[src/source/cpu_params.svh]
////////////////////
// Word, page offset and opcode field sizes, halt instruction code
////////////////////
`ifndef CPU_PARAMS_SVH
`define CPU_PARAMS_SVH

`define WORD_WIDTH   12         // Data word and address width
`define OFFSET_WIDTH 7          // Page offset bits within an instruction
`define OPCODE_LSB   9          // Opcode occupies bits 11..9
`define HALT_WORD    12'o7402   // Operate group 2 HLT

`endif

[src/source/cpu_ctrl_pkg.sv]
////////////////////
// Controller states and datapath register control codes
////////////////////
package cpu_ctrl_pkg;

  typedef enum logic [4:0] {
    REG_INIT, CPU_IDLE, LD_PC_1, LD_PC_2,
    FETCH_1, FETCH_2, FETCH_3, DECODE, CAL_EA,
    NOP_1, HALT,
    RD_1, RD_2, RD_3, AND_X, TAD_X,
    ISZ_INC, ISZ_WD, ISZ_SKIP,
    DCA_1, JMS_1, WR_1, WR_2,
    DCA_X, JMS_X, JMP_X
  } ctrl_state_t;

  typedef enum logic [1:0] {AC_NC, AC_CLEAR, AC_AND, AC_TAD} ac_ctrl_t;

  typedef enum logic [2:0] {PC_NC, PC_P1, PC_P2, PC_JMP, PC_SR, PC_EAP1} pc_ctrl_t;

  typedef enum logic [1:0] {MB_NC, MB_ZERO, MB_RD, MB_INC} mb_ctrl_t;

  typedef enum logic [1:0] {EA_NC, EA_ZERO, EA_ZP, EA_CP} ea_ctrl_t;

  typedef enum logic [1:0] {AD_NC, AD_PC, AD_EA} ad_ctrl_t;

  typedef enum logic [1:0] {WD_NC, WD_AC, WD_MB, WD_PCP1} wd_ctrl_t;

endpackage

[src/source/pdp8_isa_pkg.sv]
////////////////////
// Word, address and opcode types of the instruction set
////////////////////
`include "cpu_params.svh"

package pdp8_isa_pkg;

  typedef logic [`WORD_WIDTH-1:0] word_t;
  typedef logic [`WORD_WIDTH-1:0] addr_t;   // 4K word address space

  // Major opcode in IR bits 11..9
  typedef enum logic [2:0] {
    OP_AND = 3'o0,
    OP_TAD = 3'o1,
    OP_ISZ = 3'o2,
    OP_DCA = 3'o3,
    OP_JMS = 3'o4,
    OP_JMP = 3'o5,
    OP_IOT = 3'o6,
    OP_OPR = 3'o7
  } opcode_t;

endpackage
[src/source/ctrl_bus_if.sv]
////////////////////
// Register controls and decoded status between controller and datapath
////////////////////
`timescale 1ns/1ns

interface ctrl_bus_if;
  cpu_ctrl_pkg::ac_ctrl_t ac_ctrl;
  cpu_ctrl_pkg::pc_ctrl_t pc_ctrl;
  cpu_ctrl_pkg::mb_ctrl_t mb_ctrl;
  cpu_ctrl_pkg::ea_ctrl_t ea_ctrl;
  cpu_ctrl_pkg::ad_ctrl_t ad_ctrl;
  cpu_ctrl_pkg::wd_ctrl_t wd_ctrl;
  logic                   ir_load;
  logic                   link_clear;
  pdp8_isa_pkg::opcode_t  opcode;      // IR fields seen by the FSM
  logic                   indirect;
  logic                   page_bit;
  logic                   mb_zero;

  modport controller (
    output ac_ctrl, pc_ctrl, ir_load, mb_ctrl, ea_ctrl, ad_ctrl, wd_ctrl, link_clear,
    input  opcode, indirect, page_bit, mb_zero
  );

  modport datapath (
    input  ac_ctrl, pc_ctrl, ir_load, mb_ctrl, ea_ctrl, ad_ctrl, wd_ctrl, link_clear,
    output opcode, indirect, page_bit, mb_zero
  );
endinterface

[src/source/cpu_controller.sv]
////////////////////
// Moore FSM for fetch, decode and memory-reference execution
////////////////////
`timescale 1ns/1ns
`include "cpu_params.svh"

module cpu_controller (
  input  logic          clock,
  input  logic          resetN,
  input  logic          run,
  input  logic          load_pc,
  ctrl_bus_if.controller bus,
  output logic          mem_start,
  output logic          mem_write,
  input  logic          mem_done,
  output logic          idle,
  output logic          halted
);

  localparam pdp8_isa_pkg::word_t HALT_INSN = `HALT_WORD;

  cpu_ctrl_pkg::ctrl_state_t state;
  cpu_ctrl_pkg::ctrl_state_t next_state;
  logic                      is_halt;
  logic                      is_mri;
  logic                      in_wait;

  // Opcode, indirect and page bits cover IR[11:7] of the halt word
  assign is_halt = ({bus.opcode, bus.indirect, bus.page_bit} ==
                    HALT_INSN[`WORD_WIDTH-1:`OFFSET_WIDTH]);
  assign is_mri  = (bus.opcode != pdp8_isa_pkg::OP_IOT) &&
                   (bus.opcode != pdp8_isa_pkg::OP_OPR) && !bus.indirect;
  assign in_wait = (state == cpu_ctrl_pkg::FETCH_3) || (state == cpu_ctrl_pkg::RD_3) ||
                   (state == cpu_ctrl_pkg::WR_2);

  always_ff @(posedge clock or negedge resetN) begin
    if (!resetN) begin
      state <= cpu_ctrl_pkg::REG_INIT;
    end else begin
      state <= next_state;
    end
  end

  always_comb begin
    next_state = state;
    case (state)
      cpu_ctrl_pkg::REG_INIT: next_state = cpu_ctrl_pkg::CPU_IDLE;
      cpu_ctrl_pkg::CPU_IDLE: begin
        if (run) begin
          next_state = cpu_ctrl_pkg::FETCH_1;
        end else if (load_pc) begin
          next_state = cpu_ctrl_pkg::LD_PC_1;
        end
      end
      cpu_ctrl_pkg::LD_PC_1: next_state = cpu_ctrl_pkg::LD_PC_2;
      cpu_ctrl_pkg::LD_PC_2: next_state = cpu_ctrl_pkg::CPU_IDLE;
      cpu_ctrl_pkg::FETCH_1: next_state = cpu_ctrl_pkg::FETCH_2;
      cpu_ctrl_pkg::FETCH_2: next_state = cpu_ctrl_pkg::FETCH_3;
      cpu_ctrl_pkg::FETCH_3: if (mem_done) next_state = cpu_ctrl_pkg::DECODE;
      cpu_ctrl_pkg::DECODE: begin
        if (is_halt) begin
          next_state = cpu_ctrl_pkg::HALT;
        end else if (is_mri) begin
          next_state = cpu_ctrl_pkg::CAL_EA;
        end else begin
          next_state = cpu_ctrl_pkg::NOP_1;           // IOT, operate, indirect forms
        end
      end
      cpu_ctrl_pkg::CAL_EA: begin
        case (bus.opcode)
          pdp8_isa_pkg::OP_JMP: next_state = cpu_ctrl_pkg::JMP_X;
          pdp8_isa_pkg::OP_DCA: next_state = cpu_ctrl_pkg::DCA_1;
          pdp8_isa_pkg::OP_JMS: next_state = cpu_ctrl_pkg::JMS_1;
          default:              next_state = cpu_ctrl_pkg::RD_1;
        endcase
      end
      cpu_ctrl_pkg::RD_1: next_state = cpu_ctrl_pkg::RD_2;
      cpu_ctrl_pkg::RD_2: next_state = cpu_ctrl_pkg::RD_3;
      cpu_ctrl_pkg::RD_3: begin
        if (mem_done) begin
          case (bus.opcode)
            pdp8_isa_pkg::OP_AND: next_state = cpu_ctrl_pkg::AND_X;
            pdp8_isa_pkg::OP_TAD: next_state = cpu_ctrl_pkg::TAD_X;
            default:              next_state = cpu_ctrl_pkg::ISZ_INC;
          endcase
        end
      end
      cpu_ctrl_pkg::ISZ_INC: next_state = cpu_ctrl_pkg::ISZ_WD;
      cpu_ctrl_pkg::ISZ_WD:  next_state = cpu_ctrl_pkg::WR_1;
      cpu_ctrl_pkg::DCA_1:   next_state = cpu_ctrl_pkg::WR_1;
      cpu_ctrl_pkg::JMS_1:   next_state = cpu_ctrl_pkg::WR_1;
      cpu_ctrl_pkg::WR_1:    next_state = cpu_ctrl_pkg::WR_2;
      cpu_ctrl_pkg::WR_2: begin
        if (mem_done) begin
          case (bus.opcode)
            pdp8_isa_pkg::OP_DCA: next_state = cpu_ctrl_pkg::DCA_X;
            pdp8_isa_pkg::OP_JMS: next_state = cpu_ctrl_pkg::JMS_X;
            default: next_state = bus.mb_zero ? cpu_ctrl_pkg::ISZ_SKIP : cpu_ctrl_pkg::NOP_1;
          endcase
        end
      end
      cpu_ctrl_pkg::HALT: next_state = cpu_ctrl_pkg::CPU_IDLE;
      default:            next_state = cpu_ctrl_pkg::FETCH_1;   // Execute states run on
    endcase
  end

  always_comb begin
    bus.ac_ctrl    = cpu_ctrl_pkg::AC_NC;
    bus.pc_ctrl    = cpu_ctrl_pkg::PC_NC;
    bus.mb_ctrl    = cpu_ctrl_pkg::MB_NC;
    bus.ea_ctrl    = cpu_ctrl_pkg::EA_NC;
    bus.ad_ctrl    = cpu_ctrl_pkg::AD_NC;
    bus.wd_ctrl    = cpu_ctrl_pkg::WD_NC;
    bus.ir_load    = 1'b0;
    bus.link_clear = 1'b0;
    mem_start      = 1'b0;
    mem_write      = 1'b0;
    case (state)
      cpu_ctrl_pkg::REG_INIT: begin
        bus.ac_ctrl    = cpu_ctrl_pkg::AC_CLEAR;
        bus.link_clear = 1'b1;
        bus.mb_ctrl    = cpu_ctrl_pkg::MB_ZERO;
        bus.ea_ctrl    = cpu_ctrl_pkg::EA_ZERO;
      end
      cpu_ctrl_pkg::LD_PC_1:  bus.pc_ctrl = cpu_ctrl_pkg::PC_SR;
      cpu_ctrl_pkg::FETCH_1:  bus.ad_ctrl = cpu_ctrl_pkg::AD_PC;
      cpu_ctrl_pkg::FETCH_3:  bus.ir_load = 1'b1;        // Last load lands on mem_done
      cpu_ctrl_pkg::CAL_EA:
        bus.ea_ctrl = bus.page_bit ? cpu_ctrl_pkg::EA_CP : cpu_ctrl_pkg::EA_ZP;
      cpu_ctrl_pkg::RD_1:     bus.ad_ctrl = cpu_ctrl_pkg::AD_EA;
      cpu_ctrl_pkg::RD_3:     bus.mb_ctrl = cpu_ctrl_pkg::MB_RD;
      cpu_ctrl_pkg::ISZ_INC:  bus.mb_ctrl = cpu_ctrl_pkg::MB_INC;
      cpu_ctrl_pkg::ISZ_WD:   bus.wd_ctrl = cpu_ctrl_pkg::WD_MB;   // Address still EA
      cpu_ctrl_pkg::DCA_1: begin
        bus.ad_ctrl = cpu_ctrl_pkg::AD_EA;
        bus.wd_ctrl = cpu_ctrl_pkg::WD_AC;
      end
      cpu_ctrl_pkg::JMS_1: begin
        bus.ad_ctrl = cpu_ctrl_pkg::AD_EA;
        bus.wd_ctrl = cpu_ctrl_pkg::WD_PCP1;
      end
      cpu_ctrl_pkg::RD_2, cpu_ctrl_pkg::FETCH_2: mem_start = 1'b1;
      cpu_ctrl_pkg::WR_1: begin
        mem_start = 1'b1;
        mem_write = 1'b1;
      end
      cpu_ctrl_pkg::AND_X: begin
        bus.ac_ctrl = cpu_ctrl_pkg::AC_AND;
        bus.pc_ctrl = cpu_ctrl_pkg::PC_P1;
      end
      cpu_ctrl_pkg::TAD_X: begin
        bus.ac_ctrl = cpu_ctrl_pkg::AC_TAD;
        bus.pc_ctrl = cpu_ctrl_pkg::PC_P1;
      end
      cpu_ctrl_pkg::DCA_X: begin
        bus.ac_ctrl = cpu_ctrl_pkg::AC_CLEAR;
        bus.pc_ctrl = cpu_ctrl_pkg::PC_P1;
      end
      cpu_ctrl_pkg::ISZ_SKIP: bus.pc_ctrl = cpu_ctrl_pkg::PC_P2;
      cpu_ctrl_pkg::JMS_X:    bus.pc_ctrl = cpu_ctrl_pkg::PC_EAP1;
      cpu_ctrl_pkg::JMP_X:    bus.pc_ctrl = cpu_ctrl_pkg::PC_JMP;
      cpu_ctrl_pkg::NOP_1, cpu_ctrl_pkg::HALT: bus.pc_ctrl = cpu_ctrl_pkg::PC_P1;
      default: ;
    endcase
  end

  assign idle = (state == cpu_ctrl_pkg::CPU_IDLE);

  // Set on leaving HALT, so it rises with idle
  always_ff @(posedge clock or negedge resetN) begin
    if (!resetN) begin
      halted <= 1'b0;
    end else if (state == cpu_ctrl_pkg::HALT) begin
      halted <= 1'b1;
    end else if (idle && run) begin
      halted <= 1'b0;
    end
  end

  // A completion from the memory unit only arrives while a wait state holds
  a_done_in_wait: assert property (@(posedge clock) disable iff (!resetN)
    mem_done |-> in_wait);

endmodule

[src/source/cpu_datapath.sv]
////////////////////
// AC, link, PC, IR, MB and EA registers, memory address and write data
////////////////////
`timescale 1ns/1ns
`include "cpu_params.svh"

module cpu_datapath (
  input  logic                clock,
  input  logic                resetN,
  input  pdp8_isa_pkg::word_t sr,
  input  pdp8_isa_pkg::word_t mem_rdata,
  ctrl_bus_if.datapath        bus,
  output pdp8_isa_pkg::addr_t mem_addr,
  output pdp8_isa_pkg::word_t mem_wdata,
  output pdp8_isa_pkg::word_t ac,
  output logic                link,
  output pdp8_isa_pkg::addr_t pc
);

  pdp8_isa_pkg::word_t  ir;
  pdp8_isa_pkg::word_t  mb;
  pdp8_isa_pkg::addr_t  ea;
  pdp8_isa_pkg::word_t  rdata_q;
  logic [`WORD_WIDTH:0] tad_sum;

  assign tad_sum = {1'b0, ac} + {1'b0, mb};

  // Response data is one cycle old when mem_done reaches the FSM
  always_ff @(posedge clock) begin
    rdata_q <= mem_rdata;
  end

  always_ff @(posedge clock or negedge resetN) begin
    if (!resetN) begin
      ac   <= '0;
      link <= 1'b0;
    end else begin
      case (bus.ac_ctrl)
        cpu_ctrl_pkg::AC_CLEAR: ac <= '0;
        cpu_ctrl_pkg::AC_AND:   ac <= ac & mb;
        cpu_ctrl_pkg::AC_TAD:   ac <= tad_sum[`WORD_WIDTH-1:0];
        default: ;
      endcase
      if (bus.link_clear) begin
        link <= 1'b0;
      end else if (bus.ac_ctrl == cpu_ctrl_pkg::AC_TAD) begin
        link <= link ^ tad_sum[`WORD_WIDTH];            // Carry complements link
      end
    end
  end

  // PC survives reset, front panel sets it
  always_ff @(posedge clock) begin
    case (bus.pc_ctrl)
      cpu_ctrl_pkg::PC_P1:   pc <= pc + 1'b1;
      cpu_ctrl_pkg::PC_P2:   pc <= pc + 2'd2;
      cpu_ctrl_pkg::PC_JMP:  pc <= ea;
      cpu_ctrl_pkg::PC_SR:   pc <= sr;
      cpu_ctrl_pkg::PC_EAP1: pc <= ea + 1'b1;
      default: ;
    endcase
  end

  always_ff @(posedge clock or negedge resetN) begin
    if (!resetN) begin
      ir <= '0;
      mb <= '0;
      ea <= '0;
    end else begin
      if (bus.ir_load) begin
        ir <= rdata_q;
      end
      case (bus.mb_ctrl)
        cpu_ctrl_pkg::MB_ZERO: mb <= '0;
        cpu_ctrl_pkg::MB_RD:   mb <= rdata_q;
        cpu_ctrl_pkg::MB_INC:  mb <= mb + 1'b1;
        default: ;
      endcase
      case (bus.ea_ctrl)
        cpu_ctrl_pkg::EA_ZERO: ea <= '0;
        cpu_ctrl_pkg::EA_ZP:   ea <= {{(`WORD_WIDTH-`OFFSET_WIDTH){1'b0}},
                                      ir[`OFFSET_WIDTH-1:0]};
        cpu_ctrl_pkg::EA_CP:   ea <= {pc[`WORD_WIDTH-1:`OFFSET_WIDTH],
                                      ir[`OFFSET_WIDTH-1:0]};
        default: ;
      endcase
    end
  end

  always_ff @(posedge clock) begin
    case (bus.ad_ctrl)
      cpu_ctrl_pkg::AD_PC: mem_addr <= pc;
      cpu_ctrl_pkg::AD_EA: mem_addr <= ea;
      default: ;
    endcase
    case (bus.wd_ctrl)
      cpu_ctrl_pkg::WD_AC:   mem_wdata <= ac;
      cpu_ctrl_pkg::WD_MB:   mem_wdata <= mb;
      cpu_ctrl_pkg::WD_PCP1: mem_wdata <= pc + 1'b1;   // JMS return address
      default: ;
    endcase
  end

  assign bus.opcode   = pdp8_isa_pkg::opcode_t'(ir[`WORD_WIDTH-1:`OPCODE_LSB]);
  assign bus.indirect = ir[`OFFSET_WIDTH+1];
  assign bus.page_bit = ir[`OFFSET_WIDTH];
  assign bus.mb_zero  = (mb == '0);

  // Both take the same response word
  a_ir_mb_exclusive: assert property (@(posedge clock) disable iff (!resetN)
    !(bus.ir_load && (bus.mb_ctrl == cpu_ctrl_pkg::MB_RD)));

endmodule

[src/source/mem_access.sv]
////////////////////
// Single-outstanding memory request and response sequencer
////////////////////
`timescale 1ns/1ns

module mem_access (
  input  logic                clock,
  input  logic                resetN,
  input  logic                mem_start,
  input  logic                mem_write,
  input  pdp8_isa_pkg::addr_t mem_addr,
  input  pdp8_isa_pkg::word_t mem_wdata,
  output logic                mem_done,
  output logic                mem_req_valid,
  input  logic                mem_req_ready,
  output logic                mem_req_write,
  output pdp8_isa_pkg::addr_t mem_req_addr,
  output pdp8_isa_pkg::word_t mem_req_wdata,
  input  logic                mem_rsp_valid
);

  typedef enum logic [1:0] {M_IDLE, M_REQ, M_RSP} mem_state_t;

  mem_state_t state;

  always_ff @(posedge clock or negedge resetN) begin
    if (!resetN) begin
      state         <= M_IDLE;
      mem_done      <= 1'b0;
      mem_req_write <= 1'b0;
    end else begin
      mem_done <= 1'b0;
      case (state)
        M_IDLE: begin
          if (mem_start) begin
            state         <= M_REQ;
            mem_req_write <= mem_write;
          end
        end
        M_REQ: if (mem_req_ready) state <= M_RSP;   // Held under back-pressure
        M_RSP: begin
          if (mem_rsp_valid) begin
            state    <= M_IDLE;
            mem_done <= 1'b1;
          end
        end
        default: state <= M_IDLE;
      endcase
    end
  end

  always_ff @(posedge clock) begin
    if (state == M_IDLE && mem_start) begin
      mem_req_addr  <= mem_addr;
      mem_req_wdata <= mem_wdata;
    end
  end

  assign mem_req_valid = (state == M_REQ);

  a_req_stable: assert property (@(posedge clock) disable iff (!resetN)
    mem_req_valid && !mem_req_ready |=> mem_req_valid && $stable(mem_req_addr) &&
    $stable(mem_req_write) && $stable(mem_req_wdata));

  a_rsp_expected: assert property (@(posedge clock) disable iff (!resetN)
    mem_rsp_valid |-> state == M_RSP);

endmodule

[src/source/pdp8_core.sv]
////////////////////
// CPU top level, controller, datapath and memory access
////////////////////
`timescale 1ns/1ns

module pdp8_core (
  input  logic                clock,
  input  logic                resetN,
  input  logic                run,
  input  logic                load_pc,
  input  pdp8_isa_pkg::word_t sr,
  output logic                idle,
  output logic                halted,
  output pdp8_isa_pkg::word_t ac,
  output logic                link,
  output pdp8_isa_pkg::addr_t pc,
  output logic                mem_req_valid,
  input  logic                mem_req_ready,
  output logic                mem_req_write,
  output pdp8_isa_pkg::addr_t mem_req_addr,
  output pdp8_isa_pkg::word_t mem_req_wdata,
  input  logic                mem_rsp_valid,
  input  pdp8_isa_pkg::word_t mem_rsp_data
);

  logic                mem_start;
  logic                mem_write;
  logic                mem_done;
  pdp8_isa_pkg::addr_t mem_addr;
  pdp8_isa_pkg::word_t mem_wdata;

  ctrl_bus_if bus_i ();

  cpu_controller ctrl_i (
    .clock     (clock),
    .resetN    (resetN),
    .run       (run),
    .load_pc   (load_pc),
    .bus       (bus_i.controller),
    .mem_start (mem_start),
    .mem_write (mem_write),
    .mem_done  (mem_done),
    .idle      (idle),
    .halted    (halted)
  );

  cpu_datapath dp_i (
    .clock     (clock),
    .resetN    (resetN),
    .sr        (sr),
    .mem_rdata (mem_rsp_data),
    .bus       (bus_i.datapath),
    .mem_addr  (mem_addr),
    .mem_wdata (mem_wdata),
    .ac        (ac),
    .link      (link),
    .pc        (pc)
  );

  mem_access mem_i (
    .clock         (clock),
    .resetN        (resetN),
    .mem_start     (mem_start),
    .mem_write     (mem_write),
    .mem_addr      (mem_addr),
    .mem_wdata     (mem_wdata),
    .mem_done      (mem_done),
    .mem_req_valid (mem_req_valid),
    .mem_req_ready (mem_req_ready),
    .mem_req_write (mem_req_write),
    .mem_req_addr  (mem_req_addr),
    .mem_req_wdata (mem_req_wdata),
    .mem_rsp_valid (mem_rsp_valid)
  );

endmodule

[config.mk]
export PLATFORM = sky130hd
export DESIGN_NAME = pdp8_core
export DESIGN_NICKNAME = d
export VERILOG_FILES = /design/src/source/cpu_ctrl_pkg.sv /design/src/source/pdp8_isa_pkg.sv /design/src/source/ctrl_bus_if.sv /design/src/source/cpu_controller.sv /design/src/source/cpu_datapath.sv /design/src/source/mem_access.sv /design/src/source/pdp8_core.sv
export VERILOG_INCLUDE_DIRS = /design/src /design/src/source
export SDC_FILE = /design/constraint.sdc
export NUM_CORES = 1
export LEC_CHECK = 0
export BUFFER_PORTS_ARGS = -buffer_cell sky130_fd_sc_hd__buf_2
export CAP_MARGIN = 20
export CELL_PAD_IN_SITES_DETAIL_PLACEMENT = 1
export CELL_PAD_IN_SITES_GLOBAL_PLACEMENT = 1
export CORE_UTILIZATION = 50
export DETAILED_ROUTE_END_ITERATION = 6
export PLACE_DENSITY_LB_ADDON = 0.1
export SLEW_MARGIN = 25
export SYNTH_ARGS = -nofsm -noshare
export SYNTH_HDL_FRONTEND = slang
export SYNTH_SLANG_ARGS = --single-unit
[constraint.sdc]
create_clock -name clock -period 3.4 [get_ports clock]
set_input_delay 0.68 -clock clock [delete_from_list [all_inputs] [get_ports clock]]
set_output_delay 0.68 -clock clock [all_outputs]
set_load 0.05 [all_outputs]
After elaboration in Yosys (flattened, before gate mapping):

Index checks and enable logic that the tools add are counted.

* add/subtract/negate cells: 5
* equal/unequal tests: 60
* mux-type cells: 39
* bitwise operators: 2
* reduce and logical (&&, ||, !) cells: 26

Operators with widths (number)
* 12-bit case mux with 3 select lines: 4
* 5-bit case mux with 15 select lines: 1
* 12-bit case mux with 5 select lines: 1
* 5-bit == test, second input constant: 11
* 5-bit by 4-bit == test with 1-bit output, second input constant: 8
* 12-bit by 1-bit adder with 12-bit output, second input constant: 3
* 5-bit two-way mux: 7
* 12-bit case mux with 2 select lines: 1
* 2-bit case mux with 3 select lines: 4
* 2-bit == test, second input constant: 10
* 5-bit by 3-bit == test with 1-bit output, second input constant: 4
* 5-bit case mux with 2 select lines: 2
* 3-bit case mux with 5 select lines: 1
* 5-bit case mux with 3 select lines: 1
* 12-bit by 12-bit adder with 13-bit output: 1
* 12-bit by 2-bit adder with 12-bit output, second input constant: 1
* 12-bit bitwise AND: 1
* 2-bit by 1-bit == test with 1-bit output, second input constant: 6
* 3-bit == test, second input constant: 4
* 12-bit logical NOT: 1
* 1-bit two-way mux: 12
* 3-bit nonzero test: 4
* 3-bit OR reduction: 4
* 5-bit by 2-bit == test with 1-bit output, second input constant: 2
* 21 further kinds: 38

* register bits after elaboration: 131
* input port bits: 30

Logic depth before layout (Yosys ltp):

* depth in word-level cells: 6
* depth in mapped cells: 8
* gate-level depth less buffers: 7

Modules after synthesis:

From an unflattened synthesis, not the netlist that was laid out.

* cell total of the unflattened synthesis: 726
* area total of the unflattened synthesis: 7458.4 um^2

By module, submodules not included
* cpu_datapath: instances 1, cells each 536, area an instance 5545.3 um^2
* cpu_controller: instances 1, cells each 153, area an instance 1028.5 um^2
* mem_access: instances 1, cells each 37, area an instance 884.6 um^2

Worst setup path before layout:

OpenSTA, ideal clock, no wires.

* path type: register to register
* start point: register dp_i.ac[0]
* end point: register dp_i.link
* arrival: 2.246 ns
* path slack: 1.067 ns
* stages on the path, launching flop included: 8
* buffers on the path: 0
* period minus slack after synthesis: 2.333 ns
* cell sequence: dfrtp_1 > ha_1 > fa_1 > a211oi_1 > o21ai_0 > a221oi_1 > o21ai_0 > a22oi_1

* longest elaborated chain between the ends: 4

RTL lines
* from (decl): RTL line cpu_datapath.sv:15 `output pdp8_isa_pkg::word_t ac,`
* from (signal assigned): RTL line cpu_datapath.sv:40 `cpu_ctrl_pkg::AC_AND: ac <= ac & mb;`
* from (signal assigned): RTL line cpu_datapath.sv:41 `` cpu_ctrl_pkg::AC_TAD: ac <= tad_sum[`WORD_WIDTH-1:0]; ``
* 12-bit by 12-bit adder with 13-bit output: RTL line cpu_datapath.sv:26 `assign tad_sum = {1'b0, ac} + {1'b0, mb};`
* 1-bit bitwise XOR: RTL line cpu_datapath.sv:47 `` link <= link ^ tad_sum[`WORD_WIDTH]; ``
* 1-bit two-way mux: RTL line cpu_datapath.sv:46 `end else if (bus.ac_ctrl == cpu_ctrl_pkg::AC_TAD) begin`
* 1-bit two-way mux: RTL line cpu_datapath.sv:44 `if (bus.link_clear) begin`
* to (signal assigned): RTL line cpu_datapath.sv:47
* to (decl): RTL line cpu_datapath.sv:16 `output logic link,`

No other way between the ends. The select of a mux whose other input is x is not followed.
A chain may end at the register's enable or synchronous reset.

Worst setup path in the final report:

* start point: register ctrl_i.state[0]
* end point: output idle

* longest elaborated chain between the ends: 1

RTL lines
* from (decl): RTL line cpu_controller.sv:22 `cpu_ctrl_pkg::ctrl_state_t state;`
* from (signal assigned): RTL line cpu_controller.sv:38 `state <= cpu_ctrl_pkg::REG_INIT;`
* from (signal assigned): RTL line cpu_controller.sv:40 `state <= next_state;`
* 5-bit by 1-bit == test with 1-bit output: RTL line cpu_controller.sv:167 `assign idle = (state == cpu_ctrl_pkg::CPU_IDLE);`
* to (decl): RTL line pdp8_core.sv:12 `output logic idle,`

No other way between the ends.

==> out/summary.json <==
{
  "timing.final.ws_setup_ps": 478,
  "core-area_mm2": 0.0145,
  "dr.first_iter.drc_count": 638,
  "cts-root-to-sink-buffers": 2,
  "startpoint_type": "flip-flop",
  "kind_of_end_point_of_the_critical_path": "output pin",
  "global_route_wire_length_before_repair_um": 35700,
  "final_net_count": 830,
  "hold_depth": 1,
  "gpl.final_weighted_congestion": 0.916,
  "grt_max_degree": 35,
  "ff2ff_setup_slack_ps": 800,
  "timing.max_slew.rel_slack_pct": 38.3,
  "placed_cells_incl_taps": 947,
  "clock_latency_ps": 430,
  "worstPathArrival_ps": 2240,
  "warning_count_from_the_yosys_run": 0,
  "totalWireLength_um": 22900,
  "cpMaxStageDelayCell": "sky130_fd_sc_hd__dfrtp_1",
  "avgRoutedWirePerCell_um": 23.4,
  "die_height_um": 123,
  "maxCapViolCount": 0,
  "library_cell_with_the_largest_summed_area_after_synthesis": "sky130_fd_sc_hd__edfxtp_1",
  "cts_made_buffers": 17,
  "crit_path_cell_trace": "nor2b_1, and3_1, buf_2",
  "final_setup_tns_ps": 0,
  "cts.root.buffer_cell": "sky130_fd_sc_hd__clkbuf_16",
  "h-tree-depth": 4,
  "final_common_cell": "sky130_fd_sc_hd__buf_2",
  "holdPathEnd": "dp_i.rdata_q[10]$_DFF_P_",
  "route.detailed.vias_per_inst": 6.45,
  "r2r_start": "ctrl_i.state[0]$_DFFE_PN0P_",
  "setup-violations-final": 0,
  "crit_required_ps": 2720,
  "final_cells": 979,
  "port_buffers": 82,
  "fmax_mhz": 342,
  "leakagePower_nw": 3.50,
  "post_cts_hold_buffer_count": 0,
  "final_antenna_net_count": 0,
  "synth_nets": 758,
  "power.ir.vdd_worst_v": 0.000467,
  "holdCritStartpoint": "mem_rsp_data[10]",
  "critPathMaxFanout": 18,
  "layout_overhead_on_the_synthesized_area_pct": 16.5,
  "place.detailed.hpwl_um": 16100,
  "fp.dieW_um": 123,
  "syn_area_mm2": 0.00737,
  "average_footprint_of_a_synthesized_cell_um2": 10.4,
  "initial_utilization_pct": 50.9,
  "slew_viol_final": 0,
  "ys_top_cells_by_area": "sky130_fd_sc_hd__edfxtp_1 (24%), sky130_fd_sc_hd__dfrtp_1 (20%), sky130_fd_sc_hd__dfxtp_1 (3.3%), sky130_fd_sc_hd__o21ai_0 (3.1%), sky130_fd_sc_hd__ha_1 (2.9%)",
  "reg_clk_slew_reported_paths_ps": 60,
  "clock-skew-final_ps": 6.61,
  "worst_reg2reg_path_endpoint": "dp_i.ac[8]$_DFFE_PN0P_",
  "synth_flop_cell": "sky130_fd_sc_hd__edfxtp_1",
  "placementRows": 44,
  "critical-path-top-delay-family": "simple AND/OR/NAND/NOR gates",
  "grt_usage_pct": 31.9,
  "path_class": "reg -> out",
  "post_route_cells_drive_above_1_share_pct": 20.3,
  "layout_common_cells": "sky130_fd_sc_hd__buf_2 (82), sky130_fd_sc_hd__edfxtp_1 (60), sky130_fd_sc_hd__dfrtp_1 (59)",
  "grt_antenna_before_repair": 0,
  "timing.critical_path.slowest_cell_delay_ps": 740,
  "cp_num_buf_inv": 1,
  "ys_seq_elements": 131,
  "timing_hold_violations_final": 0,
  "synth_async_sr_flop_share_pct": 45.0,
  "clock_tree_from_tritoncts": "done",
  "synth_sequential_area_ratio_pct": 47.7,
  "finalHoldWorstSlack_ps": 349,
  "pre_cts_ws_ps": 848,
  "final_min_period_over_clock_period_pct": 85.9,
  "antenna_cells_inserted": 0,
  "cts_sinks": 131,
  "global_route.overflow_total": 0,
  "outcome": "complete, no violations",
  "synthCells": 710,
  "first_pass_iters": 5,
  "r2r.worst_path.cells": 6,
  "area_share_of_the_largest_cell_type_after_synthesis_pct": 24.4,
  "fp.dieArea_mm2": 0.0152,
  "p_per_area_mw_per_mm2": 953,
  "num_vias": 6310,
  "synth_enable_flop_cells": 60,
  "yosysUniqueCellTypes": 79,
  "num_io_pins": 83,
  "drt_drc_violations_left": 0,
  "first_global_vias": 6375,
  "cts.repair.resized": 0,
  "timing_worst_slew_pin_value_ps": 926,
  "holdCritPathClass": "in -> reg",
  "cts_post_setup_buffers_inserted": 0,
  "rsz0062_at_grt": "no",
  "post-route-min-period_ps": 2920
}
[worst reg2reg max path, stage by stage (launching register included)]
cell and delay, ps:
sky130_fd_sc_hd__dfrtp_1 740, sky130_fd_sc_hd__buf_4 380, sky130_fd_sc_hd__or4_4 290, sky130_fd_sc_hd__a21oi_2 90, sky130_fd_sc_hd__a21oi_2 670, sky130_fd_sc_hd__a22oi_1 210, sky130_fd_sc_hd__o21ai_0 130
[metal layers]
metal  wire [µm]  up-vias  GRT usage (%)
li1            -     2839              -
met3        1330       48           5.95
met5           0        -              0
met4         711        0           13.9
met1        9780     3168           42.4
met2       11000      255           50.9
[report_power, final]
part | internal (W) | switching [W] | leakage, nW
clock network | 0.00125 | 0.000722 | 0.326
logic | 0.00109 | 0.00220 | 1.73
registers | 0.00225 | 0.000676 | 1.44
total | 0.00459 | 0.00360 | 3.50
[kinds of logic after synthesis]
| kind of cell | share of synthesized area (%) |
|---|---|
| xor gates and xnor gates | 4.63 |
| DFF | 47.7 |
| and+or+nand+nor | 16.0 |
| buffers and inverters | 4.23 |
| muxes | 5.23 |
| adders and majority gates | 3.16 |
| AOI/OAI and AO/OA | 19.0 |
[cells in the mapped netlist (all sizes together) (13+ instances only)]
master  number
o21ai       63
edfxtp      60
dfrtp       59
nand2       50
a21oi       38
nor2        33
mux2        28
buf         25
clkbuf      24
nand3       24
nor3        22
inv         20
xor2        20
xnor2       19
a22oi       17
ha          17
a22o        14
nand2b      13
[worst max-delay path by stage]
| stage | from | to | slack, ps | cells past startpoint |
|---|---|---|---|---|
| CTS | ctrl_i.state[0]$_DFFE_PN0P_ | idle | 530 | 3 |
| global placement | ctrl_i.state[0]$_DFFE_PN0P_ | dp_i.pc[7]$_DFFE_PP_ | 930 | 5 |
| floorplan | dp_i.ac[0]$_DFFE_PN0P_ | dp_i.link$_DFFE_PN0P_ | 1070 | 7 |
| finish | ctrl_i.state[0]$_DFFE_PN0P_ | idle | 480 | 3 |
| detailed placement | ctrl_i.state[0]$_DFFE_PN0P_ | dp_i.pc[7]$_DFFE_PP_ | 850 | 5 |
| global route | ctrl_i.state[0]$_DFFE_PN0P_ | idle | 420 | 3 |
[area by class of cell]
cell class                 instances  area [µm²]
inverter                          20        75.1
timing repair buffer             102         561
multi-input combinational        510        3550
tap                              184         230
sequential                       131        3520
fill                            1573        5890
clock inverter                     5        42.5
clock buffer                      27         614
[stage by stage]
step           util, %  area [µm²]  power, W
2_1_floorplan        -        7370   0.00516
3_3_place_gp      54.8        7930   0.00601
3_5_place_dp      54.8        7930   0.00615
5_1_grt           59.3        8590   0.00857
6_report          59.3        8590   0.00818
4_1_cts           59.3        8580   0.00816
(Power assumes the default switching activity.)
